==> src/mci_pkg.sv <==
/*
 * Shared definitions for the MCI boot sequencing subsystem: data widths,
 * boot FSM state encoding, register map and the structs between blocks
 */
package mci_pkg;

  ////////////////////////////////////////////////////
  // Widths
  ////////////////////////////////////////////////////

  // MCU stays in reset for at least 2**MIN_MCU_RST_CNT_W cycles on FW update
  localparam int MIN_MCU_RST_CNT_W = 4;
  localparam int WB_DATA_W         = 32;
  localparam int WB_ADDR_W         = 4;

  typedef logic [MIN_MCU_RST_CNT_W-1:0] rst_cnt_t;
  typedef logic [WB_DATA_W-1:0]         wb_data_t;
  typedef logic [WB_ADDR_W-1:0]         wb_addr_t;

  ////////////////////////////////////////////////////
  // Register map
  ////////////////////////////////////////////////////

  localparam wb_addr_t ADDR_CTRL   = 4'd0;
  localparam wb_addr_t ADDR_STATUS = 4'd1;

  // CTRL: bits 0 and 2 are write-one pulses, bits 1 and 3 are levels
  localparam int CTRL_BOOTFSM_GO  = 0;
  localparam int CTRL_CPTRA_GO    = 1;
  localparam int CTRL_MCU_RST_REQ = 2;
  localparam int CTRL_REGION_LOCK = 3;

  // STATUS
  localparam int STAT_STATE_LSB     = 0;
  localparam int STAT_MCU_RST_ONCE  = 8;
  localparam int STAT_SS_RST_B      = 16;
  localparam int STAT_MCU_RST_B     = 17;
  localparam int STAT_CPTRA_RST_B   = 18;

  ////////////////////////////////////////////////////
  // Boot FSM
  ////////////////////////////////////////////////////

  typedef enum logic [3:0] {
    BOOT_IDLE,
    BOOT_OTP_FC,
    BOOT_LCC,
    BOOT_BREAKPOINT_CHECK,
    BOOT_BREAKPOINT,
    BOOT_MCU,
    BOOT_WAIT_CPTRA_GO,
    BOOT_CPTRA,
    BOOT_WAIT_MCU_RST_REQ,
    BOOT_HALT_MCU,
    BOOT_WAIT_MCU_HALTED,
    BOOT_RST_MCU,
    BOOT_UNKNOWN
  } mci_boot_fsm_state_e;

  ////////////////////////////////////////////////////
  // Structs
  ////////////////////////////////////////////////////

  typedef struct packed {
    logic     cyc;
    logic     stb;
    logic     we;
    wb_addr_t adr;
    wb_data_t dat;
  } wb_req_t;

  typedef struct packed {
    wb_data_t dat;
    logic     ack;
  } wb_rsp_t;

  typedef struct packed {
    logic brkpoint;
    logic no_rom_config;
    logic halt_ack;
    logic halt_status;
    logic warm_rst_window;
  } soc_sync_t;

  typedef struct packed {
    logic bootfsm_go;
    logic cptra_boot_go;
    logic mcu_rst_req;
    logic region_lock;
  } boot_ctrl_t;

  typedef struct packed {
    mci_boot_fsm_state_e state;
    logic                mcu_reset_once;
    logic                ss_rst_b;
    logic                mcu_rst_b;
    logic                cptra_rst_b;
  } boot_status_t;

endpackage
==> src/mci_top.sv <==
/*
 * MCI boot subsystem top: pin synchronizers, Wishbone registers
 * and the boot sequencer
 */
module mci_top
  import mci_pkg::*;
(
  input  logic    clk,
  input  logic    mci_pwrgood,
  input  logic    mci_rst_b,

  // Wishbone slave
  input  wb_req_t wb_i,
  output wb_rsp_t wb_o,

  // Asynchronous SoC pins
  input  logic    brkpoint_i,
  input  logic    no_rom_config_i,
  input  logic    mcu_halt_ack_i,
  input  logic    mcu_halt_status_i,

  // FC and LCC handshakes
  output logic    fc_init_o,
  input  logic    fc_done_i,
  output logic    lc_init_o,
  input  logic    lc_done_i,

  // Resets and clock controls
  output logic    mcu_halt_req_o,
  output logic    ss_rst_b_o,
  output logic    mcu_rst_b_o,
  output logic    cptra_rst_b_o,
  output logic    rdc_clk_dis_o,
  output logic    fw_update_clk_dis_o
);

  soc_sync_t    soc_sync;
  boot_ctrl_t   boot_ctrl;
  boot_status_t boot_status;

  mci_in_sync u_sync (
    .clk             (clk),
    .mci_pwrgood     (mci_pwrgood),
    .mci_rst_b       (mci_rst_b),
    .brkpoint_i      (brkpoint_i),
    .no_rom_config_i (no_rom_config_i),
    .halt_ack_i      (mcu_halt_ack_i),
    .halt_status_i   (mcu_halt_status_i),
    .sync_o          (soc_sync)
  );

  mci_csr_wb u_csr (
    .clk         (clk),
    .mci_pwrgood (mci_pwrgood),
    .wb_i        (wb_i),
    .wb_o        (wb_o),
    .status_i    (boot_status),
    .ctrl_o      (boot_ctrl)
  );

  mci_boot_seqr u_seqr (
    .clk                 (clk),
    .mci_pwrgood         (mci_pwrgood),
    .sync_i              (soc_sync),
    .ctrl_i              (boot_ctrl),
    .fc_done_i           (fc_done_i),
    .lc_done_i           (lc_done_i),
    .fc_init_o           (fc_init_o),
    .lc_init_o           (lc_init_o),
    .ss_rst_b_o          (ss_rst_b_o),
    .mcu_rst_b_o         (mcu_rst_b_o),
    .cptra_rst_b_o       (cptra_rst_b_o),
    .mcu_halt_req_o      (mcu_halt_req_o),
    .rdc_clk_dis_o       (rdc_clk_dis_o),
    .fw_update_clk_dis_o (fw_update_clk_dis_o),
    .status_o            (boot_status)
  );

endmodule

==> src/mci_boot_seqr.sv <==
/*
 * Boot sequencer: boot FSM, FC/LCC init, reset releases, MCU halt
 * handshake and minimum MCU reset timer for firmware update
 */
module mci_boot_seqr
  import mci_pkg::*;
(
  input  logic         clk,
  input  logic         mci_pwrgood,
  input  soc_sync_t    sync_i,
  input  boot_ctrl_t   ctrl_i,
  input  logic         fc_done_i,
  input  logic         lc_done_i,
  output logic         fc_init_o,
  output logic         lc_init_o,
  output logic         ss_rst_b_o,
  output logic         mcu_rst_b_o,
  output logic         cptra_rst_b_o,
  output logic         mcu_halt_req_o,
  output logic         rdc_clk_dis_o,
  output logic         fw_update_clk_dis_o,
  output boot_status_t status_o
);

  mci_boot_fsm_state_e state_q;
  mci_boot_fsm_state_e state_nxt;
  mci_boot_fsm_state_e state_prev;

  logic     fc_init_nxt;
  logic     lc_init_nxt;
  logic     ss_rst_b_nxt;
  logic     mcu_rst_b_nxt;
  logic     cptra_rst_b_nxt;
  logic     halt_req_nxt;
  logic     reset_once_q;
  logic     reset_once_nxt;
  rst_cnt_t rst_cnt_q;
  rst_cnt_t rst_cnt_nxt;
  logic     rst_elapsed_q;
  logic     rst_elapsed_nxt;

  // Warm reset window gates the clocks of the reset domains
  assign rdc_clk_dis_o       = sync_i.warm_rst_window;
  assign fw_update_clk_dis_o = (state_q == BOOT_RST_MCU) || (state_nxt == BOOT_RST_MCU);

  ////////////////////////////////////////////////////
  // State and output registers
  ////////////////////////////////////////////////////

  always_ff @(posedge clk or negedge mci_pwrgood) begin
    if (!mci_pwrgood) begin
      state_q        <= BOOT_IDLE;
      state_prev     <= BOOT_IDLE;
      fc_init_o      <= 1'b0;
      lc_init_o      <= 1'b0;
      ss_rst_b_o     <= 1'b0;
      mcu_rst_b_o    <= 1'b0;
      cptra_rst_b_o  <= 1'b0;
      mcu_halt_req_o <= 1'b0;
      reset_once_q   <= 1'b0;
      rst_cnt_q      <= '0;
      rst_elapsed_q  <= 1'b0;
    end else begin
      state_q        <= sync_i.warm_rst_window ? BOOT_IDLE : state_nxt;
      // Remember where the FSM came from, BOOT_MCU branches on it
      if (state_q != state_nxt) begin
        state_prev <= state_q;
      end
      fc_init_o      <= fc_init_nxt;
      lc_init_o      <= lc_init_nxt;
      ss_rst_b_o     <= ss_rst_b_nxt;
      mcu_rst_b_o    <= mcu_rst_b_nxt;
      cptra_rst_b_o  <= cptra_rst_b_nxt;
      mcu_halt_req_o <= halt_req_nxt;
      reset_once_q   <= reset_once_nxt;
      rst_cnt_q      <= rst_cnt_nxt;
      rst_elapsed_q  <= rst_elapsed_nxt;
    end
  end

  ////////////////////////////////////////////////////
  // Boot FSM
  ////////////////////////////////////////////////////

  always_comb begin
    state_nxt       = state_q;
    fc_init_nxt     = fc_init_o;
    lc_init_nxt     = lc_init_o;
    ss_rst_b_nxt    = ss_rst_b_o;
    mcu_rst_b_nxt   = mcu_rst_b_o;
    cptra_rst_b_nxt = cptra_rst_b_o;
    reset_once_nxt  = reset_once_q;
    halt_req_nxt    = 1'b0;
    case (state_q)
      BOOT_IDLE: begin
        // Only reached on reset, so put everything back in reset
        state_nxt       = BOOT_OTP_FC;
        fc_init_nxt     = 1'b0;
        lc_init_nxt     = 1'b0;
        ss_rst_b_nxt    = 1'b0;
        mcu_rst_b_nxt   = 1'b0;
        cptra_rst_b_nxt = 1'b0;
      end
      BOOT_OTP_FC: begin
        ss_rst_b_nxt = 1'b1;
        fc_init_nxt  = 1'b1;
        if (fc_done_i) begin
          state_nxt = BOOT_LCC;
        end
      end
      BOOT_LCC: begin
        lc_init_nxt = 1'b1;
        if (lc_done_i) begin
          state_nxt = BOOT_BREAKPOINT_CHECK;
        end
      end
      BOOT_BREAKPOINT_CHECK: begin
        if (sync_i.brkpoint) begin
          state_nxt = BOOT_BREAKPOINT;
        end else if (sync_i.no_rom_config) begin
          state_nxt = BOOT_WAIT_CPTRA_GO;
        end else begin
          state_nxt = BOOT_MCU;
        end
      end
      BOOT_BREAKPOINT: begin
        // Held here until firmware writes the go bit
        if (ctrl_i.bootfsm_go) begin
          state_nxt = sync_i.no_rom_config ? BOOT_WAIT_CPTRA_GO : BOOT_MCU;
        end
      end
      BOOT_MCU: begin
        mcu_rst_b_nxt = 1'b1;
        if (state_prev == BOOT_RST_MCU) begin
          state_nxt = BOOT_WAIT_MCU_RST_REQ;
        end else begin
          state_nxt = BOOT_WAIT_CPTRA_GO;
        end
      end
      BOOT_WAIT_CPTRA_GO: begin
        if (ctrl_i.cptra_boot_go) begin
          state_nxt = BOOT_CPTRA;
        end
      end
      BOOT_CPTRA: begin
        cptra_rst_b_nxt = 1'b1;
        state_nxt       = BOOT_WAIT_MCU_RST_REQ;
      end
      BOOT_WAIT_MCU_RST_REQ: begin
        // An MCU already in reset has nothing to halt
        if (ctrl_i.mcu_rst_req) begin
          state_nxt = mcu_rst_b_o ? BOOT_HALT_MCU : BOOT_RST_MCU;
        end
      end
      BOOT_HALT_MCU: begin
        halt_req_nxt = 1'b1;
        if (sync_i.halt_ack) begin
          state_nxt = BOOT_WAIT_MCU_HALTED;
        end
      end
      BOOT_WAIT_MCU_HALTED: begin
        if (sync_i.halt_status) begin
          state_nxt = BOOT_RST_MCU;
        end
      end
      BOOT_RST_MCU: begin
        mcu_rst_b_nxt  = 1'b0;
        reset_once_nxt = 1'b1;
        // Release after the minimum time and once the new image is locked
        if (rst_elapsed_q && ctrl_i.region_lock) begin
          state_nxt = BOOT_MCU;
        end
      end
      default: begin
        state_nxt = BOOT_UNKNOWN;
      end
    endcase
  end

  ////////////////////////////////////////////////////
  // Minimum MCU reset timer
  ////////////////////////////////////////////////////

  always_comb begin
    rst_cnt_nxt     = rst_cnt_q;
    rst_elapsed_nxt = rst_elapsed_q;
    if (state_nxt == BOOT_RST_MCU && state_q != BOOT_RST_MCU) begin
      // Entering reset, restart the count
      rst_cnt_nxt     = '0;
      rst_elapsed_nxt = 1'b0;
    end else if (state_q == BOOT_RST_MCU && rst_cnt_q != '1) begin
      rst_cnt_nxt = rst_cnt_q + 1'b1;
    end else if (state_q == BOOT_RST_MCU) begin
      rst_elapsed_nxt = 1'b1;
    end
  end

  assign status_o.state          = state_q;
  assign status_o.mcu_reset_once = reset_once_q;
  assign status_o.ss_rst_b       = ss_rst_b_o;
  assign status_o.mcu_rst_b      = mcu_rst_b_o;
  assign status_o.cptra_rst_b    = cptra_rst_b_o;

  ////////////////////////////////////////////////////
  // Checks
  ////////////////////////////////////////////////////

  a_state_valid: assert property (
    @(posedge clk) disable iff (!mci_pwrgood)
    state_q != BOOT_UNKNOWN
  );

  // Halt is only requested from a running MCU
  a_halt_needs_mcu: assert property (
    @(posedge clk) disable iff (!mci_pwrgood)
    mcu_halt_req_o |-> mcu_rst_b_o
  );

  // Caliptra comes out of reset only inside a live subsystem
  a_cptra_after_ss: assert property (
    @(posedge clk) disable iff (!mci_pwrgood)
    $rose(cptra_rst_b_o) |-> ss_rst_b_o
  );

endmodule

==> src/mci_csr_wb.sv <==
/*
 * Wishbone classic register slave: CTRL levels and go pulses,
 * STATUS readback of the boot sequencer
 */
module mci_csr_wb
  import mci_pkg::*;
(
  input  logic         clk,
  input  logic         mci_pwrgood,
  input  wb_req_t      wb_i,
  output wb_rsp_t      wb_o,
  input  boot_status_t status_i,
  output boot_ctrl_t   ctrl_o
);

  logic     ack_q;
  logic     req_fire;
  logic     wr_ctrl;
  logic     pulse_fire;
  logic     cptra_go_q;
  logic     region_lock_q;
  logic     bootfsm_go_q;
  logic     mcu_rst_req_q;
  wb_data_t rd_data;
  wb_data_t rd_q;

  ////////////////////////////////////////////////////
  // Bus decode
  ////////////////////////////////////////////////////

  // New transfer seen while no ack is out
  assign req_fire = wb_i.cyc && wb_i.stb && !ack_q;
  assign wr_ctrl  = req_fire && wb_i.we && (wb_i.adr == ADDR_CTRL);

  // Master still holds the write during the ack cycle
  assign pulse_fire = ack_q && wb_i.cyc && wb_i.stb && wb_i.we && (wb_i.adr == ADDR_CTRL);

  always_ff @(posedge clk or negedge mci_pwrgood) begin
    if (!mci_pwrgood) begin
      ack_q <= 1'b0;
    end else begin
      ack_q <= req_fire;
    end
  end

  ////////////////////////////////////////////////////
  // CTRL register
  ////////////////////////////////////////////////////

  always_ff @(posedge clk or negedge mci_pwrgood) begin
    if (!mci_pwrgood) begin
      cptra_go_q    <= 1'b0;
      region_lock_q <= 1'b0;
    end else if (wr_ctrl) begin
      cptra_go_q    <= wb_i.dat[CTRL_CPTRA_GO];
      region_lock_q <= wb_i.dat[CTRL_REGION_LOCK];
    end
  end

  // Go and request pulses land in the cycle after ack
  always_ff @(posedge clk or negedge mci_pwrgood) begin
    if (!mci_pwrgood) begin
      bootfsm_go_q  <= 1'b0;
      mcu_rst_req_q <= 1'b0;
    end else begin
      bootfsm_go_q  <= pulse_fire && wb_i.dat[CTRL_BOOTFSM_GO];
      mcu_rst_req_q <= pulse_fire && wb_i.dat[CTRL_MCU_RST_REQ];
    end
  end

  assign ctrl_o.bootfsm_go    = bootfsm_go_q;
  assign ctrl_o.cptra_boot_go = cptra_go_q;
  assign ctrl_o.mcu_rst_req   = mcu_rst_req_q;
  assign ctrl_o.region_lock   = region_lock_q;

  ////////////////////////////////////////////////////
  // Read path
  ////////////////////////////////////////////////////

  always_comb begin
    rd_data = '0;
    case (wb_i.adr)
      ADDR_CTRL: begin
        // Pulse bits always read back as zero
        rd_data[CTRL_CPTRA_GO]    = cptra_go_q;
        rd_data[CTRL_REGION_LOCK] = region_lock_q;
      end
      ADDR_STATUS: begin
        rd_data[STAT_STATE_LSB +: $bits(mci_boot_fsm_state_e)] = status_i.state;
        rd_data[STAT_MCU_RST_ONCE] = status_i.mcu_reset_once;
        rd_data[STAT_SS_RST_B]     = status_i.ss_rst_b;
        rd_data[STAT_MCU_RST_B]    = status_i.mcu_rst_b;
        rd_data[STAT_CPTRA_RST_B]  = status_i.cptra_rst_b;
      end
      default: begin
        rd_data = '0;
      end
    endcase
  end

  always_ff @(posedge clk) begin
    if (req_fire) begin
      rd_q <= rd_data;
    end
  end

  assign wb_o.dat = rd_q;
  assign wb_o.ack = ack_q;

  ////////////////////////////////////////////////////
  // Checks
  ////////////////////////////////////////////////////

  // Master drops the strobe for a cycle after each ack, so every ack answers a new transfer
  a_stb_gap: assert property (
    @(posedge clk) disable iff (!mci_pwrgood)
    wb_o.ack |=> !wb_i.stb
  );

endmodule

==> src/mci_in_sync.sv <==
/*
 * Synchronizer bank for the asynchronous SoC pins and the warm reset window
 */
module mci_in_sync
  import mci_pkg::*;
(
  input  logic      clk,
  input  logic      mci_pwrgood,
  input  logic      mci_rst_b,
  input  logic      brkpoint_i,
  input  logic      no_rom_config_i,
  input  logic      halt_ack_i,
  input  logic      halt_status_i,
  output soc_sync_t sync_o
);

  logic       rst_window;
  logic [1:0] window_ff;
  logic [3:0] pin_in;
  logic [3:0] pin_meta;
  logic [3:0] pin_sync;

  assign pin_in = {brkpoint_i, no_rom_config_i, halt_ack_i, halt_status_i};

  // Window opens as soon as warm reset asserts, closes on the first edge after release
  always_ff @(posedge clk or negedge mci_rst_b) begin
    if (!mci_rst_b) begin
      rst_window <= 1'b1;
    end else begin
      rst_window <= 1'b0;
    end
  end

  // Window copy comes out of power-good reset asserted
  always_ff @(posedge clk or negedge mci_pwrgood) begin
    if (!mci_pwrgood) begin
      window_ff <= 2'b11;
    end else begin
      window_ff <= {window_ff[0], rst_window};
    end
  end

  always_ff @(posedge clk or negedge mci_pwrgood) begin
    if (!mci_pwrgood) begin
      pin_meta <= '0;
      pin_sync <= '0;
    end else begin
      pin_meta <= pin_in;
      pin_sync <= pin_meta;
    end
  end

  assign sync_o.brkpoint        = pin_sync[3];
  assign sync_o.no_rom_config   = pin_sync[2];
  assign sync_o.halt_ack        = pin_sync[1];
  assign sync_o.halt_status     = pin_sync[0];
  assign sync_o.warm_rst_window = window_ff[1];

endmodule

==> config.mk <==
export PLATFORM = sky130hd
export DESIGN_NAME = mci_top
export DESIGN_NICKNAME = d
export VERILOG_FILES = /design/src/mci_pkg.sv /design/src/mci_top.sv /design/src/mci_boot_seqr.sv /design/src/mci_csr_wb.sv /design/src/mci_in_sync.sv
export SDC_FILE = /design/constraint.sdc
export NUM_CORES = 1
export LEC_CHECK = 0
export BUFFER_PORTS_ARGS = -buffer_cell sky130_fd_sc_hd__buf_2
export CORE_ASPECT_RATIO = 1.2
export CORE_MARGIN = 10
export CORE_UTILIZATION = 30
export CTS_BUF_LIST = sky130_fd_sc_hd__clkbuf_4
export CTS_CLUSTER_DIAMETER = 80
export DETAILED_ROUTE_END_ITERATION = 6
export GPL_TIMING_DRIVEN = 1
export PLACE_DENSITY = 0.54
export SYNTH_ARGS = -nofsm -noshare
export SYNTH_HDL_FRONTEND = slang
export SYNTH_SLANG_ARGS = --single-unit
export TNS_END_PERCENT = 5
==> constraint.sdc <==
create_clock -name clk -period 2.85 [get_ports clk]
set_clock_uncertainty 0.2 [all_clocks]
set_input_delay 0.1425 -clock clk [delete_from_list [all_inputs] [get_ports clk]]
set_output_delay 0.1425 -clock clk [all_outputs]
set_load 0.01 [all_outputs]
==> impl_metrics.env <==
export IMPL_setup_tns_ns=0
export IMPL_antenna_found_initial=0
export IMPL_placementRows=33
export IMPL_worstPathMaxFanout=13
export IMPL_fin_total_pwr_w=0.00117
export IMPL_fp_dieW_um=95.9
export IMPL_grt_max_degree=35
export IMPL_synth_edf_count=8
export IMPL_hpwlAfterDp_um=3300
export IMPL_grt_pass1_vias=1545
export IMPL_crit_buf_inv=1
export IMPL_core_um2=6770
export IMPL_cpMaxStageDelayCell="dfrtp_1"
export IMPL_start_kind="flop"
export IMPL_finalSetupViolCount=0
export IMPL_utilization_pct=36.0
export IMPL_async_flop_share_pct=81.4
export IMPL_synth_area_um2=2070
export IMPL_fillers=718
export IMPL_holdWs_ns=0.0549
export IMPL_synth_warnings=0
export IMPL_crit_chain="or3_4 > or3_1 > nand4_1 > nor2_1 > o21ai_0 > buf_2"
export IMPL_ys_ff_latch=43
export IMPL_seq_area_frac_synth_pct=54.0
export IMPL_fin_nets=286
export IMPL_r2r_start="u_seqr.state_q[0]$_DFF_PN0_"
export IMPL_grt_usage_pct=8.53
export IMPL_critical_path_class="reg -> out"
export IMPL_boundaryPins=89
export IMPL_synth_top_cell_area_share_pct=38.6
export IMPL_synthTopCellsByArea="dfrtp_1, edfxtp_1, buf_4"
export IMPL_syn_area_per_cell_um2=11.2
export IMPL_clk_pin_slew_ns=0.11
export IMPL_clk_latency_ns=0.34
export IMPL_end_kind="output port"
export IMPL_crit_end="fw_update_clk_dis_o"
export IMPL_yosysMostFrequentCell="dfrtp_1"
export IMPL_io_buffer_count=36
export IMPL_drt_initial_drc_count=40
export IMPL_outcome="finished clean"
export IMPL_wl_um=4440
export IMPL_ir_drop_v=0.000155
export IMPL_tightest_slew_ns=0.766
export IMPL_reg2reg_to="u_seqr.state_prev[0]$_DFFE_PN0P_"
export IMPL_dieHeight_um=111
export IMPL_p_leak_nw=1.12
export IMPL_dieArea_um2=10700
export IMPL_power_density_nw_per_um2=479
export IMPL_drc=0
export IMPL_period_share_pct=91.1
export IMPL_final_cells=325
export IMPL_gp_congestion=0.841
export IMPL_cts_buffers=5
export IMPL_drt_pre_antenna_iters=4
export IMPL_cp_depth=6
export IMPL_grt_overflow=0
export IMPL_drv_slew=0
export IMPL_crit_required_ns=2.51
export IMPL_finalHoldViolCount=0
export IMPL_min_path_type="in -> async"
export IMPL_synth_cell_type_count=48
export IMPL_synth_top_area_cell="dfrtp_1"
export IMPL_critical_path_arrival_ns=2.25
export IMPL_dp_cells=305
export IMPL_netlist_instances=185
export IMPL_vias=1464
export IMPL_cp_slowest_stage_delay_ns=0.52
export IMPL_ys_flop_type="dfrtp_1"
export IMPL_grt_pass1_wl_um=7340
export IMPL_layout_min_cycle_time_ns=2.60
export IMPL_max_freq_ghz=0.385
export IMPL_crit_start="u_seqr.state_q[0]$_DFF_PN0_"
export IMPL_cts_sinks=43
export IMPL_n_antenna_cell=0
export IMPL_cap_viol_max_count=0
export IMPL_routedWlPerCell_um=13.7
export IMPL_antenna_left=0
export IMPL_reg2reg_depth=6
export IMPL_h_tree_depth=2
export IMPL_root_buffer="clkbuf_4"
export IMPL_grt_setup_unrepaired="no"
export IMPL_cts_tree="done"
export IMPL_via_per_inst=4.50
export IMPL_clock_path_buffers=2
export IMPL_crit_family="simple AND/OR/NAND/NOR gates"
export IMPL_drive_gt1_share_pct=27.7
export IMPL_initial_core_util_pct=30.6
export IMPL_rrSetupSlack_ns=0.31
export IMPL_syn_to_final_growth_pct=17.6
export IMPL_synthTopCellsByCount="dfrtp_1, buf_4, nor2_1, nand2_1"
export IMPL_slew_headroom_pct=48.9
layout by cell type, fill, tap and decap left out, drive strengths merged, types with 4 or more instances in the layout:
cell type    instances
buf                 43
dfrtp               32
conb                25
dlygate4sd3         12
nor2                10
nand2                9
mux2                 8
edfxtp               8
nor3                 8
o21ai                6
a21oi                6
and2                 6
clkbuf               6
inv                  4
nor2b                4
final cells by class:
type | instances | area [um2] | area share (%)
Sequential cell | 43 | 1120 | 45.9
Clock inverter | 2 | 7.51 | 0.308
Timing Repair Buffer | 55 | 353 | 14.5
Inverter | 4 | 15.0 | 0.615
Tap cell | 87 | 109 | 4.46
Multi-Input combinational cell | 128 | 791 | 32.4
Clock buffer | 6 | 45.0 | 1.85
metal layers:
layer  share of wire [%]  global-route usage [%]
met1                  40                    9.31
met2                  49                    14.0
met3                 9.1                    3.46
met4                 1.8                    3.65
met5                   0                       0
per-stage QoR:
step                      worst slack (ns)  area [um2]
after CTS                            0.185        2440
after global placement               0.272        2270
final                                0.253        2440
after detailed placement             0.310        2270
after global routing                0.0992        2440
after floorplan                      0.520        2160
kinds of logic (layout without fill, tap and decap cells):
family                   after synthesis  count (layout)  share of synthesized area [%]
flip-flops                            43              43                           54.0
adder cells (fa/ha/maj)                1               1                          0.603
AO/OA/AOI/OAI                         28              28                           8.99
buffers and inverters                 38              67                           12.2
multiplexers                           9               9                           4.83
AND/OR/NAND/NOR                       63              63                           18.3
other                                  1              25                          0.181
XOR/XNOR                               2               2                          0.845
worst register-to-register path: stages, from the launching register on:
cell and delay [ns]:
dfrtp_1 0.52, or3_4 0.45, nor3_1 0.20, and4b_1 0.25, xnor2_1 0.16, nor3b_4 0.29
mux2_2 0.37
worst min-delay path by stage:
stage	from	to	slack, ns	depth (start not counted)
after floorplan	mci_pwrgood	u_csr.ack_q$_DFF_PN0_	-0.35	0
after global placement	mci_rst_b	u_sync.rst_window$_DFF_PN1_	-0.12	1
after detailed placement	mci_rst_b	u_sync.rst_window$_DFF_PN1_	-0.12	1
after CTS	mci_rst_b	u_sync.rst_window$_DFF_PN1_	0.02	2
after global routing	mci_rst_b	u_sync.rst_window$_DFF_PN1_	0.03	2
final	mci_rst_b	u_sync.rst_window$_DFF_PN1_	0.05	2
where the power goes:
part / internal, W / total [W] / switching, W
sequential: 0.000662 / 0.000687 / 0.0000254
combinational: 0.0000917 / 0.000199 / 0.000107
clock: 0.000101 / 0.000283 / 0.000182
flip-flops by register name, indices dropped and copies added, names as in the netlist, 2 cells and up:
register,count
u_seqr.state_q,4
u_sync.pin_sync,4
u_seqr.state_prev,4
u_csr.rd_q,8
u_seqr.rst_cnt_q,4
u_sync.window_ff,2
u_sync.pin_meta,4
timing repair:
item                                   in CTS  in global routing
setup buffers                               0                  0
gates resized for setup                     0                  0
hold buffers                               12                  0
endpoints found under the hold margin      42                  0
No activity file was read; power rests on OpenSTA's default activity.
